--- src/design/isa_pkg.sv ---
package isa_pkg;

	typedef logic [31:0] xlen_t;
	typedef logic [4:0]  reg_idx_t;

	// RV32I major opcodes kept by this core
	typedef enum logic [6:0] {
		OP     = 7'b0110011,
		OP_IMM = 7'b0010011,
		LUI    = 7'b0110111,
		LOAD   = 7'b0000011,
		STORE  = 7'b0100011
	} opcode_e;

	typedef enum logic [3:0] {
		ADD, SUB, AND, OR, XOR, SLT, SLL, SRL, PASS_B
	} alu_op_e;

	// Instruction formats, all 32 bits
	typedef struct packed {
		logic [6:0] funct7;
		reg_idx_t   rs2;
		reg_idx_t   rs1;
		logic [2:0] funct3;
		reg_idx_t   rd;
		logic [6:0] opcode;
	} r_fmt_t;

	typedef struct packed {
		logic [11:0] imm;
		reg_idx_t    rs1;
		logic [2:0]  funct3;
		reg_idx_t    rd;
		logic [6:0]  opcode;
	} i_fmt_t;

	typedef struct packed {
		logic [6:0] imm_hi;	// imm[11:5]
		reg_idx_t   rs2;
		reg_idx_t   rs1;
		logic [2:0] funct3;
		logic [4:0] imm_lo;	// imm[4:0]
		logic [6:0] opcode;
	} s_fmt_t;

	typedef struct packed {
		logic [19:0] imm;	// imm[31:12]
		reg_idx_t    rd;
		logic [6:0]  opcode;
	} u_fmt_t;

	typedef union packed {
		r_fmt_t r;
		i_fmt_t i;
		s_fmt_t s;
		u_fmt_t u;
	} inst_u;

	// Control bundle, all zero is a no-op
	typedef struct packed {
		alu_op_e alu_op;
		logic    use_imm;	// Operand B from immediate
		logic    reg_write;
		logic    mem_read;
		logic    mem_write;
		logic    uses_rs1;	// For load-use detection
		logic    uses_rs2;
	} ctrl_t;

	typedef struct packed {
		ctrl_t    ctrl;
		reg_idx_t rs1;
		reg_idx_t rs2;
		xlen_t    rs1_val;
		xlen_t    rs2_val;
		reg_idx_t rd;
		xlen_t    imm;
	} id_ex_t;

	typedef struct packed {
		ctrl_t    ctrl;
		reg_idx_t rd;
		xlen_t    alu_res;
		xlen_t    store_data;
	} ex_mem_t;

	typedef struct packed {
		logic     reg_write;
		reg_idx_t rd;
		xlen_t    wdata;
	} mem_wb_t;

endpackage

--- src/design/soc_bus_pkg.sv ---
package soc_bus_pkg;

	typedef struct packed {
		logic        psel;
		logic        penable;
		logic        pwrite;
		logic [11:0] paddr;
		logic [31:0] pwdata;
	} apb_req_t;

	typedef struct packed {
		logic        pready;
		logic        pslverr;
		logic [31:0] prdata;
	} apb_rsp_t;

	// Outside write into IMEM or DMEM, idx is a word index
	typedef struct packed {
		logic        imem_we;
		logic        dmem_we;
		logic [7:0]  idx;
		logic [31:0] wdata;
	} mem_acc_t;

	// Register offsets
	localparam logic [11:0] CTRL_OFFS     = 12'h000;
	localparam logic [11:0] PROG_LEN_OFFS = 12'h004;
	localparam logic [11:0] STATUS_OFFS   = 12'h008;

	// Memory windows, 1 KB each
	localparam logic [11:0] IMEM_BASE = 12'h400;
	localparam logic [11:0] DMEM_BASE = 12'h800;
	localparam logic [11:0] WIN_SIZE  = 12'h400;

endpackage

--- src/design/ctrl_regs.sv ---
`timescale 1ns/1ps

module ctrl_regs
	import isa_pkg::*;
	import soc_bus_pkg::*;
(
	input  logic       clk,
	input  logic       reset,
	input  apb_req_t   apb_req,
	input  xlen_t      dmem_rdata,
	input  logic       done,
	output apb_rsp_t   apb_rsp,
	output logic       start,
	output logic [7:0] prog_len,
	output mem_acc_t   imem_acc,
	output mem_acc_t   dmem_acc
);

	logic        access;	// APB access phase
	logic        hit_ctrl, hit_len, hit_status;
	logic        in_imem, in_dmem;
	logic        win_busy, err, wr_ok, go;
	logic        running, run_done;
	logic [7:0]  win_idx;	// Word within a window

	//////////////////////////////////////////////////////////////////////
	// Address decode

	assign access     = apb_req.psel & apb_req.penable;
	assign hit_ctrl   = apb_req.paddr == CTRL_OFFS;
	assign hit_len    = apb_req.paddr == PROG_LEN_OFFS;
	assign hit_status = apb_req.paddr == STATUS_OFFS;
	assign in_imem    = (apb_req.paddr >= IMEM_BASE) && (apb_req.paddr < IMEM_BASE + WIN_SIZE);
	assign in_dmem    = (apb_req.paddr >= DMEM_BASE) && (apb_req.paddr < DMEM_BASE + WIN_SIZE);

	// No window writes while the core owns the memories
	assign win_busy = (in_imem | in_dmem) & apb_req.pwrite & running;
	assign err      = access & (~(in_imem | in_dmem | hit_ctrl | hit_len | hit_status) | win_busy);
	assign wr_ok    = access & apb_req.pwrite & ~err;
	assign go       = wr_ok & hit_ctrl & apb_req.pwdata[0] & ~running;	// Ignored mid-run

	// Windows are 1 KB aligned so the base drops out of the index
	assign win_idx = apb_req.paddr[9:2];

	//////////////////////////////////////////////////////////////////////
	// Control and status

	always_ff @(posedge clk) begin
		if (reset) begin
			start    <= 1'b0;
			running  <= 1'b0;
			run_done <= 1'b0;
			prog_len <= '0;
		end else begin
			start <= go;	// Single-cycle pulse
			if (wr_ok & hit_len)
				prog_len <= apb_req.pwdata[7:0];
			if (go) begin
				running  <= 1'b1;
				run_done <= 1'b0;
			end else if (done) begin
				running  <= 1'b0;
				run_done <= 1'b1;	// Sticky until next start
			end
		end
	end

	// Same window index also serves DMEM reads
	always_comb begin
		imem_acc = '{imem_we: wr_ok & in_imem, dmem_we: 1'b0,
			idx: win_idx, wdata: apb_req.pwdata};
		dmem_acc = '{imem_we: 1'b0, dmem_we: wr_ok & in_dmem,
			idx: win_idx, wdata: apb_req.pwdata};
	end

	// Read mux with a write-only IMEM window
	always_comb begin
		apb_rsp.pready  = 1'b1;	// Never waits
		apb_rsp.pslverr = err;
		apb_rsp.prdata  = '0;
		if (hit_len)
			apb_rsp.prdata = {24'b0, prog_len};
		else if (hit_status)
			apb_rsp.prdata = {30'b0, run_done, running};
		else if (in_dmem)
			apb_rsp.prdata = dmem_rdata;
	end

endmodule

--- config.mk ---
export PLATFORM = sky130hd
export DESIGN_NAME = ctrl_regs
export DESIGN_NICKNAME = d
export VERILOG_FILES = /design/src/design/isa_pkg.sv /design/src/design/soc_bus_pkg.sv /design/src/design/ctrl_regs.sv
export SDC_FILE = /design/constraint.sdc
export NUM_CORES = 1
export LEC_CHECK = 0
export BUFFER_PORTS_ARGS = -buffer_cell sky130_fd_sc_hd__buf_4
export CORE_AREA = 2 2 80 82
export CTS_BUF_LIST = sky130_fd_sc_hd__clkbuf_8
export CTS_CLUSTER_DIAMETER = 30
export DETAILED_ROUTE_END_ITERATION = 8
export DIE_AREA = 0 0 82 84
export HOLD_SLACK_MARGIN = 0.12
export PLACE_DENSITY = 0.7
export SKIP_LAST_GASP = 1
export SYNTH_ARGS = -nofsm -noshare
export SYNTH_HDL_FRONTEND = slang
export SYNTH_SLANG_ARGS = --single-unit
export TNS_END_PERCENT = 50
--- constraint.sdc ---
create_clock -name clk -period 6.41 [get_ports clk]
set_input_delay 1.282 -clock clk [delete_from_list [all_inputs] [get_ports clk]]
set_output_delay 1.282 -clock clk [all_outputs]
set_load 0.1 [all_outputs]
==> impl_results.md <==
- Post-CTS resize count: 0
- Final setup viols: 0
- Pre-CTS setup slack: 1.72 ns
- Top post-synthesis cells by area: buf_4, dfxtp_1, and2_1, a22o_2, a21oi_1
- Vias in the first global route: 1350
- CTS Buf Count: 3
- Worst setup path class: in2out
- R2R Path Start: running$_SDFFE_PP0P_
- Worst-margin pin slew: 1.05 ns
- Max Root-Sink Buffers: 2
- Netlist cell types: 32
- Reg-to-reg endpoint: run_done$_SDFFE_PP0P_
- First-pass detailed-route iteration total: 4
- Kind of start point of the critical path: input port
- Crit path capture type: primary output
- Slew Viols, Final: 0
- Post-CTS setup buffers: 0
- Htree depth: 1
- Yosys reg bits: 11
- Worst-path clk slew: 0.05 ns
- Gate power share: 62.3%
- Largest net degree at the start of global routing: 33
- Initial antenna violation count: 0
- Slew HR: 29.7%
- Detailed-route via count: 1431
- Die area: 6890 um^2
- Primary FF master, synth: dfxtp_1
- Crit-path max FO: 16
- Die height: 84 um
- CP endpoint: apb_rsp[0]
- Clock power frac: 19.0%
- First-pass GRT wire length: 6420 um
- Final hold vios: 0
- Sequential Power Share: 18.7%
- Internal cell power: 166 uW
- Root Driver: clkbuf_8
- Max Cap Viol: 0
- RSZ-0062 raised after global routing: false
- Core area: 6100 um^2
- Skew-Pair Late Insertion Delay: 0.24 ns
- Die width: 82 um
- Placer Congestion: 0.699
- Async S/R FF share, synth: 0%
- Worst vdd ir: 62.3 uV
- Antenna Nets Post-Route: 0
- P&R area growth vs syn: 31.3%
- Power density over the cells: 183 nW/um^2
- Cells after synthesis: 201
- Hold buffer count at cts: 0
- Setup TNS: 0 ns
- Outcome: finished, final reports clean
- Final core utilization: 33.1%
- R2R depth: 4
- Switch Pwr: 204 uW
- Total gr overflow: 0
- Crit path arrival time: 3.36 ns
- DRC: 0
- Count of flip-flops with a built-in enable after synthesis: 0
- Dpl hpwl: 3810 um
- Mapped Avg Cell Area: 7.65 um^2
- Net Sw Frac: 55.1%
- Worst Setup SP: apb_req[42]
- Fmax achieved: 0.215 GHz
- Row cnt: 29
- GRT Total Usage: 12.0%
- Starting Density: 25.2%
- Post-synthesis sequential area ratio: 14.3%
- Number of port buffers: 133
- # IOs: 209
- Placed instance count: 322
- Non-Filler Instances: 326
- Drt initial violations: 42
- Worst Slack Setup Final: 1.77 ns
- Synth top cells by count: buf_4, and2_1, a21oi_1, dfxtp_1, nand3_1
- DR WL/cell: 13.9 um
- # nets final: 335
- Post-Syn Area: 1540 um^2
- Clk_skew: 0.00637 ns
- Total Power: 369 uW
- Final worst-path cycle share: 72.4%
- Leak: 1.03 nW
- Critical Path RT: 5.13 ns
- CTS tree: done
- Number of clock sinks: 11
- Post-synth top area share: 41.5%
- Vias per std cell: 4.39
- Wirelength, routed: 4540 um
- Share of cells above drive strength 1: 60.6%
- Cell with the most instances after synthesis: buf_4
- Synth area leader: buf_4
- Hold WC Path Type: reg2reg
- Ys Warns: 0
- Crit path time final: 4.64 ns
- Diode count: 0
- R2R setup slack: 5.04 ns
==> critical path, stage by stage <==
cell and delay (ns):
buf_4 0.11, inv_1 0.07, ha_1 0.16, or2b_2 0.34
nor4b_4 0.75, a22o_2 0.28, a21o_1 0.08, buf_4 0.28
==> cell usage in the layout (no fill, tap or decap), types with 2 or more instances in the layout <==
| master | n |
|---|---|
| a22o_2 | 8 |
| nor2_1 | 4 |
| clkbuf_8 | 3 |
| nor3_1 | 2 |
| o21ai_0 | 8 |
| nand4_1 | 3 |
| inv_1 | 4 |
| conb_1 | 3 |
| a21oi_1 | 11 |
| nand2_1 | 4 |
| dfxtp_1 | 11 |
| ha_1 | 3 |
| a21o_1 | 2 |
| nand3_1 | 9 |
| and2_1 | 27 |
| buf_4 | 133 |
==> state kept, by name (all words and copies together) (netlist names) <==
signal,count
prog_len,8
running,1
start,1
run_done,1
==> power by group through the flow <==
stage | sequential, mW | combinational [mW] | clock [mW]
finish | 0.0691 | 0.230 | 0.0702
detailed placement | 0.0706 | 0.231 | 0
floorplan | 0.0705 | 0.325 | 0
global placement | 0.0706 | 0.230 | 0
CTS | 0.0691 | 0.231 | 0.0709
global route | 0.0691 | 0.238 | 0.0763
==> worst min-delay path by stage <==
stage | start | end | slack, ns | depth (start not counted)
after floorplan | running$_SDFFE_PP0P_ | running$_SDFFE_PP0P_ | 0.49 | 2
after global placement | prog_len[5]$_SDFFE_PP0P_ | prog_len[5]$_SDFFE_PP0P_ | 0.48 | 2
after detailed placement | prog_len[7]$_SDFFE_PP0P_ | prog_len[7]$_SDFFE_PP0P_ | 0.49 | 2
after CTS | prog_len[7]$_SDFFE_PP0P_ | prog_len[7]$_SDFFE_PP0P_ | 0.50 | 2
after global routing | prog_len[0]$_SDFFE_PP0P_ | prog_len[0]$_SDFFE_PP0P_ | 0.55 | 2
final | prog_len[7]$_SDFFE_PP0P_ | prog_len[7]$_SDFFE_PP0P_ | 0.49 | 2
==> stage by stage <==
| stage | cell area [um^2] | hold WS [ns] |
|---|---|---|
| final | 2020 | 0.490 |
| after global routing | 2020 | 0.545 |
| after CTS | 2020 | 0.497 |
| after detailed placement | 1970 | 0.490 |
| after global placement | 1970 | 0.478 |
| after floorplan | 1540 | 0.488 |
==> cell families (layout without fill, tap and decap cells) <==
family | after synthesis | in the layout | share of synthesized area, %
other cells | 2 | 3 | 0.488
flops | 11 | 11 | 14.3
fa+ha+maj | 3 | 3 | 2.44
simple gates | 61 | 61 | 25.3
xor+xnor | 1 | 1 | 0.570
compound gates | 30 | 30 | 12.9
buf+inv | 93 | 140 | 44.0
==> routing by layer <==
metal / routed length [um] / GRT usage (%) / vias up
li1: - / - / 676
met1: 1470 / 11.9 / 641
met2: 2380 / 21.9 / 102
met3: 623 / 4.33 / 12
met4: 68 / 5.00 / 0
met5: 0 / 0 / -
==> cell type report <==
class | instances | area (um^2)
Fill cell | 653 | 4080
Timing Repair Buffer | 133 | 998
Multi-Input combinational cell | 98 | 648
Sequential cell | 11 | 220
Tap cell | 77 | 96.3
Clock buffer | 3 | 41.3
Inverter | 3 | 11.3
Clock inverter | 1 | 3.75
No activity file was read; power rests on OpenSTA's default activity.
